<file path="src/include/cpu_config.svh">
`ifndef CPU_CONFIG_SVH
`define CPU_CONFIG_SVH

// Register and bus data width.
`define CPU_DATA_W 8

// Byte address width.
`define CPU_ADDR_W 8

// Two big-endian bytes per instruction.
`define CPU_INST_W 16

// Load and store addresses start here.
`define CPU_DATA_BASE 8'h80

`endif
</file>
<file path="src/logic/cpu_pkg.sv">
`default_nettype none

`include "cpu_config.svh"

package cpu_pkg;

    typedef enum logic [1:0] {
        JMP = 2'b00,
        LOD = 2'b01,
        STR = 2'b10,
        ADD = 2'b11
    } opcode_e;

    typedef struct packed {
        opcode_e                 op;
        logic                    srcdst; // Set selects b.
        logic [`CPU_INST_W-10:0] unused;
        logic [5:0]              addr;
    } inst_fields_t;

    typedef struct packed {
        logic [`CPU_DATA_W-1:0] hi; // Byte at the even address.
        logic [`CPU_DATA_W-1:0] lo;
    } inst_bytes_t;

    // Fetch fills bytes, decode reads fields.
    typedef union packed {
        inst_fields_t fields;
        inst_bytes_t  bytes;
    } inst_u;

    typedef struct packed {
        opcode_e                op;
        logic                   srcdst;
        logic [`CPU_ADDR_W-1:0] addr;
        logic [`CPU_DATA_W-1:0] val1;
        logic [`CPU_DATA_W-1:0] val2;
    } exec_req_t;

    typedef struct packed {
        opcode_e                op;
        logic                   srcdst;
        logic [`CPU_DATA_W-1:0] result;
    } wb_req_t;

endpackage

`default_nettype wire

</file>
<file path="src/logic/mem_bus_if.sv">
`timescale 1ns/10ps
`default_nettype none

`include "cpu_config.svh"

// One requester's view of the shared memory port.
interface mem_bus_if;

    logic                   req;
    logic                   we;
    logic [`CPU_ADDR_W-1:0] addr;
    logic [`CPU_DATA_W-1:0] wdata;
    logic [`CPU_DATA_W-1:0] rdata;
    logic                   ready; // High for one cycle with rdata valid.

    modport requester (
        output req, we, addr, wdata,
        input  rdata, ready
    );

    modport arbiter (
        input  req, we, addr, wdata,
        output rdata, ready
    );

endinterface

`default_nettype wire

</file>
<file path="src/logic/eightbit_core.sv">
`timescale 1ns/10ps
`default_nettype none

`include "cpu_config.svh"

module eightbit_core (
    input  logic                   clk,
    input  logic                   rst,
    output logic                   mem_req,
    output logic                   we,
    output logic [`CPU_ADDR_W-1:0] addr,
    output logic [`CPU_DATA_W-1:0] wdata,
    input  logic [`CPU_DATA_W-1:0] rdata,
    input  logic                   mem_ready
);

    import cpu_pkg::*;

    mem_bus_if fetch_bus ();
    mem_bus_if exec_bus ();

    logic [`CPU_ADDR_W-1:0] pc;
    logic                   fetch_en, fetch_ready;
    inst_u                  fetch_inst;

    logic                   dec_en, dec_ready, dec_srcdst;
    inst_u                  dec_inst;
    opcode_e                dec_op;
    logic [`CPU_ADDR_W-1:0] dec_target, dec_data_addr;

    logic                   exec_en, exec_ready;
    exec_req_t              exec_q;
    wb_req_t                exec_result;

    logic                   wb_en, wb_ready;
    wb_req_t                wb_q;
    logic [`CPU_DATA_W-1:0] a, b;

    logic fetch_idle, dec_idle, exec_idle, wb_idle;

    assign fetch_idle = !fetch_en && !fetch_ready;
    assign dec_idle   = !dec_en && !dec_ready;
    assign exec_idle  = !exec_en && !exec_ready;
    assign wb_idle    = !wb_en && !wb_ready;

    always_ff @(posedge clk) begin
        if (!rst) begin
            pc       <= '0;
            fetch_en <= 1'b0;
            dec_en   <= 1'b0;
            exec_en  <= 1'b0;
            wb_en    <= 1'b0;
        end else begin
            if (fetch_en && fetch_ready && dec_idle) begin
                dec_en   <= 1'b1;
                fetch_en <= 1'b0;
                pc       <= pc + `CPU_ADDR_W'(2);
            end else if (fetch_idle) begin
                fetch_en <= 1'b1;
            end

            if (dec_en && dec_ready) begin
                if (dec_op == JMP) begin
                    pc       <= dec_target; // Flush fetch and decode.
                    fetch_en <= 1'b0;
                    dec_en   <= 1'b0;
                end else if (exec_idle && wb_idle) begin
                    exec_en <= 1'b1;
                    dec_en  <= 1'b0;
                end
            end

            if (exec_en && exec_ready && wb_idle) begin
                wb_en   <= 1'b1;
                exec_en <= 1'b0;
            end

            if (wb_en && wb_ready)
                wb_en <= 1'b0;
        end
    end

    // Stage payloads.
    always_ff @(posedge clk) begin
        if (fetch_en && fetch_ready && dec_idle)
            dec_inst <= fetch_inst;
        if (dec_en && dec_ready && dec_op != JMP && exec_idle && wb_idle) begin
            exec_q.op     <= dec_op;
            exec_q.srcdst <= dec_srcdst;
            exec_q.addr   <= dec_data_addr;
            exec_q.val1   <= (dec_op == STR && dec_srcdst) ? b : a;
            exec_q.val2   <= b;
        end
        if (exec_en && exec_ready && wb_idle)
            wb_q <= exec_result;
    end

    fetch_unit u_fetch (
        .clk   (clk),
        .rst   (rst),
        .en    (fetch_en),
        .pc    (pc),
        .bus   (fetch_bus),
        .inst  (fetch_inst),
        .ready (fetch_ready)
    );

    decode_unit u_decode (
        .clk       (clk),
        .rst       (rst),
        .en        (dec_en),
        .inst      (dec_inst),
        .op        (dec_op),
        .srcdst    (dec_srcdst),
        .target    (dec_target),
        .data_addr (dec_data_addr),
        .ready     (dec_ready)
    );

    exec_unit u_exec (
        .clk    (clk),
        .rst    (rst),
        .en     (exec_en),
        .req    (exec_q),
        .bus    (exec_bus),
        .result (exec_result),
        .ready  (exec_ready)
    );

    writeback_unit u_writeback (
        .clk   (clk),
        .rst   (rst),
        .en    (wb_en),
        .wb    (wb_q),
        .a     (a),
        .b     (b),
        .ready (wb_ready)
    );

    mem_arbiter u_arbiter (
        .clk       (clk),
        .rst       (rst),
        .fetch_bus (fetch_bus),
        .exec_bus  (exec_bus),
        .mem_req   (mem_req),
        .we        (we),
        .addr      (addr),
        .wdata     (wdata),
        .rdata     (rdata),
        .mem_ready (mem_ready)
    );

endmodule

`default_nettype wire

</file>
<file path="src/logic/mem_arbiter.sv">
`timescale 1ns/10ps
`default_nettype none

`include "cpu_config.svh"

module mem_arbiter (
    input  logic                   clk,
    input  logic                   rst,
    mem_bus_if.arbiter             fetch_bus,
    mem_bus_if.arbiter             exec_bus,
    output logic                   mem_req,
    output logic                   we,
    output logic [`CPU_ADDR_W-1:0] addr,
    output logic [`CPU_DATA_W-1:0] wdata,
    input  logic [`CPU_DATA_W-1:0] rdata,
    input  logic                   mem_ready
);

    logic busy;       // A granted transaction is still open.
    logic owner_exec;
    logic sel_exec;

    // Execute wins a free bus.
    assign sel_exec = busy ? owner_exec : exec_bus.req;

    assign mem_req = sel_exec ? exec_bus.req : fetch_bus.req;
    assign we      = sel_exec ? exec_bus.we : fetch_bus.we;
    assign addr    = sel_exec ? exec_bus.addr : fetch_bus.addr;
    assign wdata   = sel_exec ? exec_bus.wdata : fetch_bus.wdata;

    // Ready and data go straight through to the owner.
    assign exec_bus.ready  = mem_req && mem_ready && sel_exec;
    assign fetch_bus.ready = mem_req && mem_ready && !sel_exec;
    assign exec_bus.rdata  = rdata;
    assign fetch_bus.rdata = rdata;

    always_ff @(posedge clk) begin
        if (!rst) begin
            busy       <= 1'b0;
            owner_exec <= 1'b0;
        end else if (mem_req && mem_ready) begin
            busy <= 1'b0;
        end else if (mem_req && !busy) begin
            busy       <= 1'b1; // Lock until ready.
            owner_exec <= sel_exec;
        end
    end

endmodule

`default_nettype wire

</file>
<file path="src/logic/writeback_unit.sv">
`timescale 1ns/10ps
`default_nettype none

`include "cpu_config.svh"

module writeback_unit (
    input  logic                   clk,
    input  logic                   rst,
    input  logic                   en,
    input  cpu_pkg::wb_req_t       wb,
    output logic [`CPU_DATA_W-1:0] a,
    output logic [`CPU_DATA_W-1:0] b,
    output logic                   ready
);

    import cpu_pkg::*;

    logic commit;

    // Commit once, on the edge that raises ready.
    assign commit = en && !ready && (wb.op == LOD || wb.op == ADD);

    always_ff @(posedge clk) begin
        if (!rst) begin
            a     <= '0;
            b     <= '0;
            ready <= 1'b0;
        end else begin
            ready <= en;
            if (commit && wb.srcdst)
                b <= wb.result;
            else if (commit)
                a <= wb.result;
        end
    end

endmodule

`default_nettype wire

</file>
<file path="src/logic/exec_unit.sv">
`timescale 1ns/10ps
`default_nettype none

`include "cpu_config.svh"

module exec_unit (
    input  logic               clk,
    input  logic               rst,
    input  logic               en,
    input  cpu_pkg::exec_req_t req,
    mem_bus_if.requester       bus,
    output cpu_pkg::wb_req_t   result,
    output logic               ready
);

    import cpu_pkg::*;

    typedef enum logic [1:0] {S_IDLE, S_MEM, S_DONE} state_e;

    state_e state;

    // The core holds req steady while en is high.
    assign bus.req   = (state == S_MEM);
    assign bus.we    = (state == S_MEM) && (req.op == STR);
    assign bus.addr  = req.addr;
    assign bus.wdata = req.val1;
    assign ready     = (state == S_DONE);

    always_ff @(posedge clk) begin
        if (!rst) begin
            state <= S_IDLE;
        end else begin
            case (state)
                S_IDLE: begin
                    if (en)
                        state <= (req.op == LOD || req.op == STR) ? S_MEM : S_DONE;
                end
                S_MEM:  if (bus.ready) state <= S_DONE;
                S_DONE: if (!en) state <= S_IDLE;
                default: state <= S_IDLE;
            endcase
        end
    end

    always_ff @(posedge clk) begin
        if (state == S_IDLE && en) begin
            result.op     <= req.op;
            result.srcdst <= req.srcdst;
            if (req.op == ADD)
                result.result <= req.val1 + req.val2; // Wraps mod 256.
            else
                result.result <= req.val1;
        end
        if (state == S_MEM && bus.ready && req.op == LOD)
            result.result <= bus.rdata;
    end

endmodule

`default_nettype wire

</file>
<file path="src/logic/decode_unit.sv">
`timescale 1ns/10ps
`default_nettype none

`include "cpu_config.svh"

module decode_unit (
    input  logic                   clk,
    input  logic                   rst,
    input  logic                   en,
    input  cpu_pkg::inst_u         inst,
    output cpu_pkg::opcode_e       op,
    output logic                   srcdst,
    output logic [`CPU_ADDR_W-1:0] target,
    output logic [`CPU_ADDR_W-1:0] data_addr,
    output logic                   ready
);

    // Ready follows en by one cycle.
    always_ff @(posedge clk) begin
        if (!rst)
            ready <= 1'b0;
        else
            ready <= en;
    end

    always_ff @(posedge clk) begin
        if (en) begin
            op        <= inst.fields.op;
            srcdst    <= inst.fields.srcdst;
            target    <= `CPU_ADDR_W'({inst.fields.addr, 1'b0}); // Byte address of slot.
            data_addr <= `CPU_DATA_BASE + `CPU_ADDR_W'(inst.fields.addr);
        end
    end

endmodule

`default_nettype wire

</file>
<file path="src/logic/fetch_unit.sv">
`timescale 1ns/10ps
`default_nettype none

`include "cpu_config.svh"

module fetch_unit (
    input  logic                   clk,
    input  logic                   rst,
    input  logic                   en,
    input  logic [`CPU_ADDR_W-1:0] pc,
    mem_bus_if.requester           bus,
    output cpu_pkg::inst_u         inst,
    output logic                   ready
);

    typedef enum logic [1:0] {S_IDLE, S_RD_HI, S_RD_LO, S_DONE} state_e;

    state_e                 state;
    logic [`CPU_ADDR_W-1:0] addr_q;
    logic                   stale; // En dropped while a read was open.

    assign bus.req   = (state == S_RD_HI) || (state == S_RD_LO);
    assign bus.we    = 1'b0;
    assign bus.addr  = addr_q;
    assign bus.wdata = '0;
    assign ready     = (state == S_DONE);

    always_ff @(posedge clk) begin
        if (!rst) begin
            state <= S_IDLE;
            stale <= 1'b0;
        end else begin
            case (state)
                S_IDLE: if (en) state <= S_RD_HI;
                S_RD_HI, S_RD_LO: begin
                    if (bus.ready) begin
                        stale <= 1'b0;
                        if (!en || stale)
                            state <= S_IDLE; // Flushed word is dropped.
                        else
                            state <= (state == S_RD_HI) ? S_RD_LO : S_DONE;
                    end else if (!en) begin
                        stale <= 1'b1;
                    end
                end
                S_DONE: if (!en) state <= S_IDLE;
                default: state <= S_IDLE;
            endcase
        end
    end

    // Address and instruction bytes.
    always_ff @(posedge clk) begin
        if (state == S_IDLE && en)
            addr_q <= pc;
        if (bus.ready && state == S_RD_HI) begin
            inst.bytes.hi <= bus.rdata;
            addr_q        <= addr_q + 1'b1;
        end
        if (bus.ready && state == S_RD_LO)
            inst.bytes.lo <= bus.rdata;
    end

endmodule

`default_nettype wire

</file>
<file path="config.mk">
export PLATFORM = sky130hd
export DESIGN_NAME = eightbit_core
export DESIGN_NICKNAME = d
export VERILOG_FILES = /design/src/logic/cpu_pkg.sv /design/src/logic/mem_bus_if.sv /design/src/logic/eightbit_core.sv /design/src/logic/mem_arbiter.sv /design/src/logic/writeback_unit.sv /design/src/logic/exec_unit.sv /design/src/logic/decode_unit.sv /design/src/logic/fetch_unit.sv
export VERILOG_INCLUDE_DIRS = /design/src /design/src/include
export SDC_FILE = /design/constraint.sdc
export NUM_CORES = 1
export LEC_CHECK = 0
export BUFFER_PORTS_ARGS = -buffer_cell sky130_fd_sc_hd__buf_2
export CORE_UTILIZATION = 58
export DETAILED_ROUTE_END_ITERATION = 10
export GPL_TIMING_DRIVEN = 0
export PLACE_DENSITY = 0.82
export SLEW_MARGIN = 20
export SYNTH_ARGS = -nofsm -noshare
export SYNTH_HDL_FRONTEND = slang
export SYNTH_SLANG_ARGS = --single-unit
</file>
<file path="constraint.sdc">
create_clock -name clk -period 4.3 [get_ports clk]
set_input_delay 0.43 -clock clk [delete_from_list [all_inputs] [get_ports clk]]
set_output_delay 0.43 -clock clk [all_outputs]
set_load 0.02 [all_outputs]
</file>
==> results.yml, run 1 <==
global_routing:
  grt_max_degree: 27
  grt_remaining_overflow: 0
  track_usage_pct: 25.8
  grt_pass1_vias: 3259
  grt_pass1_wl_um: 16300
  antenna_found_initial: 0
synthesis:
  syn-cell-area_mm2: 0.00494
  synth_common_cells: "80 x edfxtp_1, 38 x nand2_1, 36 x dfxtp_1"
  synth-adder-area-share_pct: 4.46
  netlist_instances: 393
  synth-async-reset-ratio_pct: 0
  yosysSeqAreaShare_pct: 63.3
  yosys-mux-area-fraction_pct: 6.28
  synth-edff-count: 80
  yosysTopAreaCellShare_pct: 48.7
  synth_top_family_by_area: "simple AND/OR/NAND/NOR gates"
  ys_seq_elements: 116
  synth-xor-area-share_pct: 2.66
  synth.most_common_cell: "edfxtp_1"
  yosys.area_share.simple_pct: 12.2
  synth_cell_type_count: 53
  ys_warn_count: 0
  yosys.area.top_type: "edfxtp_1"
  synth_compound_area_share_pct: 8.36
  syn_nets: 421
  syn_area_per_cell_um2: 12.6
  synth_area_leaders: "edfxtp_1 49%, dfxtp_1 15%, ha_1 4.1%"
  synth_top_flop_cell: "edfxtp_1"
drt:
  drt_iter0_drc: 130
  vias: 3221
  dr.pass1.iters: 5
  via_per_inst: 5.78
  ant_nets: 0
  drc: 0
  routed_wl_um: 10200
  wl_per_cell_um: 18.4
worst_setup_path:
  worstSetupEndpointType: "output pin"
  path_delay_family: "buffers and inverters"
  crit_chain: "inv_1, ha_1, clkbuf_1, mux2i_1, nand2_1, o21a_1, buf_2"
  path_max_fanout: 10
  crit_type: "flop to output pin"
  cp_slowest_cell: "dfxtp_1"
  critPathRequiredTime_ns: 3.87
  crit_arrival_ns: 2.14
  startpoint_type: "flop"
  reg2reg_slack_ns: 1.93
  crit_buf_inv: 3
  crit_path_max_incr_delay_ns: 0.36
timing:
  finalSetupViolations: 0
  drv_slew: 0
  worst_slew_pin_slew_ns: 1.02
  layout_min_cycle_time_ns: 2.57
  clock.fmax_mhz: 390
  fin_setup_tns_ns: 0
  grt_setup_unrepaired: "no"
  relSlewSlack_pct: 31.7
  finalCritPeriodShare_pct: 59.7
  timing_hold_violations_final: 0
  fin_skew_ns: 0.00765
cts:
  cts_buffer_depth: 2
  post-cts-setup-buffers: 0
  numCtsBuffers: 17
  clock_latency_ns: 0.52
  cts_tree: "done"
  clkSlewWorstSetupHoldPaths_ns: 0.05
  cts_root_buf: "clkbuf_8"
  cts-resized-gates: 0
  h-tree-depth: 4
  cts_sinks: 116
  ctsHoldBuffers: 0
floorplanning:
  start_util_pct: 60.1
  num_rows: 33
  coreArea_mm2: 0.00822
  die_w_um: 94.3
  die_h_um: 94.3
  dieArea_mm2: 0.00889
  io-pin-count: 29
placed_design:
  numPortBuffers: 27
  routabilityCongestion: 0.841
  hpwl_um: 6570
status:
  status: "finished clean"
final_layout:
  layout.nets: 467
  num-fill-cells: 539
  areaGrowthSynthToFinish_pct: 16.9
  antenna_cells: 0
  drive_gt1_share_pct: 19.0
power:
  power_density_mw_per_mm2: 489
  fin_total_pwr_mw: 2.82
  p_leak_nw: 2.13
  ir_drop_mv: 0.297
hold_path:
  hp-class: "input port to flop"
job:
  cap_violations: 0
final timing paths:
check                                start                   endpoint  depth (start not counted)
min reg2reg      u_fetch.inst[1]$_DFFE_PP_      dec_inst[1]$_DFFE_PP_                          0
max reg2reg              dec_en$_SDFF_PN0_       exec_q[12]$_DFFE_PP_                          3
min                               rdata[1]  u_fetch.inst[1]$_DFFE_PP_                          1
max          u_fetch.state[0]$_SDFFE_PN0P_                    mem_req                          7
layout by cell type (no fill, tap or decap), types with 3 or more instances in the layout:
cell / Yosys / final
xor2_1: 9 / 9
clkinv_2: 0 / 5
nand3_1: 10 / 10
edfxtp_1: 80 / 80
o31ai_1: 4 / 4
mux2i_1: 13 / 13
a21oi_1: 21 / 21
clkbuf_16: 0 / 16
nand2_1: 38 / 38
xnor2_1: 6 / 6
and4_1: 3 / 3
and2_1: 4 / 4
inv_1: 13 / 13
ha_1: 16 / 16
a31oi_1: 4 / 4
o21ai_0: 10 / 9
dfxtp_1: 36 / 36
nor2_1: 35 / 35
nor3_1: 6 / 6
a211oi_1: 7 / 7
clkbuf_1: 9 / 12
mux2_2: 16 / 16
clkbuf_8: 0 / 3
buf_2: 4 / 31
nor2b_1: 10 / 9
nand2b_1: 3 / 3
state kept, by name, summed over array words and instances (netlist names), 2 cells and up:
register	count
u_fetch.state	2
pc	7
u_decode.data_addr	6
u_writeback.a	8
u_fetch.bus.addr	8
u_exec.result	10
u_exec.state	2
wb_q	10
u_fetch.inst	9
u_decode.op	2
u_writeback.b	8
exec_q	25
dec_inst	9
through the flow:
step | instance area [um2] | utilization [%] | cells | worst slack (ns) | hold slack, ns
floorplan | 4940 | - | 393 | 1.67 | 0.400
global placement | 5200 | 63.3 | 525 | 0.839 | 0.401
detailed placement | 5210 | 63.4 | 525 | 1.88 | 0.405
CTS | 5770 | 70.3 | 557 | 1.73 | 0.0844
global route | 5770 | 70.3 | 557 | 1.50 | 0.0937
finish | 5770 | 70.3 | 557 | 1.73 | 0.106
area by class of cell:
cell class	instances	area [um2]	share of cell area, %
clock inverter	10	109	1.89
multi-input combinational	247	1690	29.2
buffer	16	83.8	1.45
clock buffer	22	453	7.85
sequential	116	3120	54.1
tap	105	131	2.28
inverter	14	52.6	0.910
timing repair buffer	27	135	2.34
where the power goes:
group          leakage [nW]  switching (mW)  internal (mW)
Sequential             1.02          0.0358           1.23
Combinational         0.832           0.147         0.0905
Clock                 0.275           0.467          0.849
Total                  2.13           0.650           2.17
cells by family (layout without fill, tap and decap cells):
group           count (synthesis)  after routing
xor+xnor                       15             15
compound gates                 63             63
simple gates                  123            123
fa+ha+maj                      17             17
flops                         116            116
buf+inv                        30             89
mux                            29             29
layer usage:
layer | vias to the layer above | GRT usage (%) | wire, um
met5 | - | 0 | 0
met4 | 0 | 16.8 | 361
met3 | 33 | 6.88 | 623
met2 | 103 | 42.5 | 4990
met1 | 1558 | 29.7 | 4270
li1 | 1527 | - | -
worst reg2reg max path: stages, from the launching register on:
cell       delay (ns)
dfxtp_1          0.66
nand2_1          0.17
a2111oi_2        0.41
nor2b_4          0.75
Note: power is estimated with default switching activity, not from simulation.
==> inputs of run 2 (changes only) <==
==> constraint.sdc (replaced) <==
create_clock -name clk -period 2.41 [get_ports clk]
set_input_delay 0.241 -clock clk [delete_from_list [all_inputs] [get_ports clk]]
set_output_delay 0.241 -clock clk [all_outputs]
set_load 0.02 [all_outputs]
==> results.yml, run 2 (synthesis gave the netlist of run 1 again) <==
power:
  power.switching_mw: 1.21
  netSwitchingFraction_pct: 23.1
  pwr-share-seq_pct: 43.2
  combPwrFrac_pct: 8.5
  p_leak_nw: 2.19
  ir_drop_mv: 0.603
  power_density_mw_per_mm2: 886
  pwr-share-clk_pct: 48.4
  p_int_mw: 4.03
timing:
  grt_setup_unrepaired: "no"
  drv_slew: 0
  finalCritPeriodShare_pct: 95.1
  worst_slew_pin_slew_ns: 0.793
  relSlewSlack_pct: 47.2
  clock.fmax_mhz: 436
  fin_skew_ns: 0.0109
  fin_setup_tns_ns: 0
  worst_hold_slack_ns: 0.0249
  layout_min_cycle_time_ns: 2.29
  timing_hold_violations_final: 0
  finalSetupViolations: 0
global_routing:
  track_usage_pct: 27.2
  grt_pass1_wl_um: 17100
  grt_pass1_vias: 3350
  grt_remaining_overflow: 0
  grt_max_degree: 27
  antenna_found_initial: 0
drt:
  via_per_inst: 5.82
  drt_iter0_drc: 305
  dr.pass1.iters: 6
  drc: 0
  ant_nets: 0
  routed_wl_um: 11100
  wl_per_cell_um: 19.5
  vias: 3296
final_layout:
  num-fill-cells: 540
  layout_commonest_cell: "edfxtp_1"
  stdcell_area_mm2: 0.00592
  drive_gt1_share_pct: 19.3
  fin_cells: 566
  final_core_util_pct: 72.1
  top_register: "exec_q"
  areaGrowthSynthToFinish_pct: 20.0
  largest_register_ff_count: 25
  top_regs: "exec_q: 25 flops, u_exec.result: 10 flops, wb_q: 10 flops"
  antenna_cells: 0
  final_cell_mix: "80 x edfxtp_1, 38 x nand2_1, 36 x dfxtp_1"
  layout.nets: 476
job:
  cap_violations: 0
cts:
  cts_buffer_depth: 2
  cts_tree: "done"
  clkSlewWorstSetupHoldPaths_ns: 0.06
  clock_latency_ns: 0.53
  h-tree-depth: 4
  post-cts-setup-buffers: 0
  cts_root_buf: "clkbuf_8"
  cts_sinks: 116
  numCtsBuffers: 17
placed_design:
  numPortBuffers: 27
  hpwl_um: 6750
  routabilityCongestion: 0.820
  place_inst: 525
  dpl_cell_area_mm2: 0.00521
status:
  status: "finished clean"
floorplanning:
  die_h_um: 94.3
  start_util_pct: 60.1
  die_w_um: 94.3
  dieArea_mm2: 0.00889
  num_rows: 33
  coreArea_mm2: 0.00822
  io-pin-count: 29
worst_setup_path:
  startpoint_type: "flop"
  crit_arrival_ns: 2.05
  worstSetupEndpointType: "output pin"
  path_max_fanout: 10
  crit_type: "flop to output pin"
  critPathRequiredTime_ns: 2.17
hold_path:
  hp-class: "input port to flop"
## run 2: cell types whose count changed in the layout (fill, tap and decap cells not counted), moves of 2 or more
cell | previous run | this run
dlygate4sd3_1 | 0 | 8
clkinv_2 | 5 | 1
clkinv_1 | 1 | 3
clkbuf_8 | 3 | 5
clkbuf_16 | 16 | 19
clkbuf_1 | 12 | 10
## run 2: final cells by class
class,count,area [um2],share of cell area (%)
buffer,16,85.1,1.44
clock buffer,26,552,9.32
clock inverter,6,58.8,0.993
inverter,14,52.6,0.887
multi-input combinational,248,1710,28.8
sequential,116,3120,52.7
tap,105,131,2.22
timing repair buffer,35,215,3.63
## run 2: routing by layer
layer,track usage [%],part of all wire (%),up-vias
met5,0,0,-
met4,12.4,2.4,0
met3,7.04,6.3,28
met2,47.0,51,140
met1,31.5,40,1580
li1,-,-,1548
## run 2: what timing repair did
item,in CTS,in global routing
setup endpoints to repair,0,35
hold buffers,8,0
gates resized for setup,0,4
hold endpoints to repair,9,0
## run 2: metrics by stage
step           setup WS, ns  power (mW)
2_1_floorplan         0.244        2.60
3_3_place_gp         -0.277        2.70
3_5_place_dp         0.0771        2.73
4_1_cts             0.00151        5.26
5_1_grt              0.0101        5.40
6_report              0.117        5.25
## run 2: final timing paths
path | to | cells after the start | slack, ns | from
min | u_writeback.ready$_SDFF_PN0_ | 2 | 0.02 | rst
max | addr[6] | 5 | 0.12 | u_exec.state[1]$_SDFFE_PN0P_
min reg2reg | dec_inst[5]$_DFFE_PP_ | 0 | 0.41 | u_fetch.inst[5]$_DFFE_PP_
max reg2reg | u_exec.result[7]$_DFFE_PP_ | 6 | 0.16 | exec_q[12]$_DFFE_PP_
## run 2: critical path, stage by stage, from the launching register on
cell      delay (ns)
dfxtp_1         0.30
buf_2           0.21
o31a_1          0.16
clkbuf_1        0.50
and2_1          0.20
buf_2           0.15
## run 2: power by group through the flow
stage               registers (mW)  clock network (mW)  logic (mW)
floorplan                     2.29                   0       0.311
global placement              2.30                   0       0.407
detailed placement            2.30                   0       0.423
CTS                           2.27                2.55       0.439
global route                  2.27                2.64       0.490
finish                        2.27                2.54       0.445
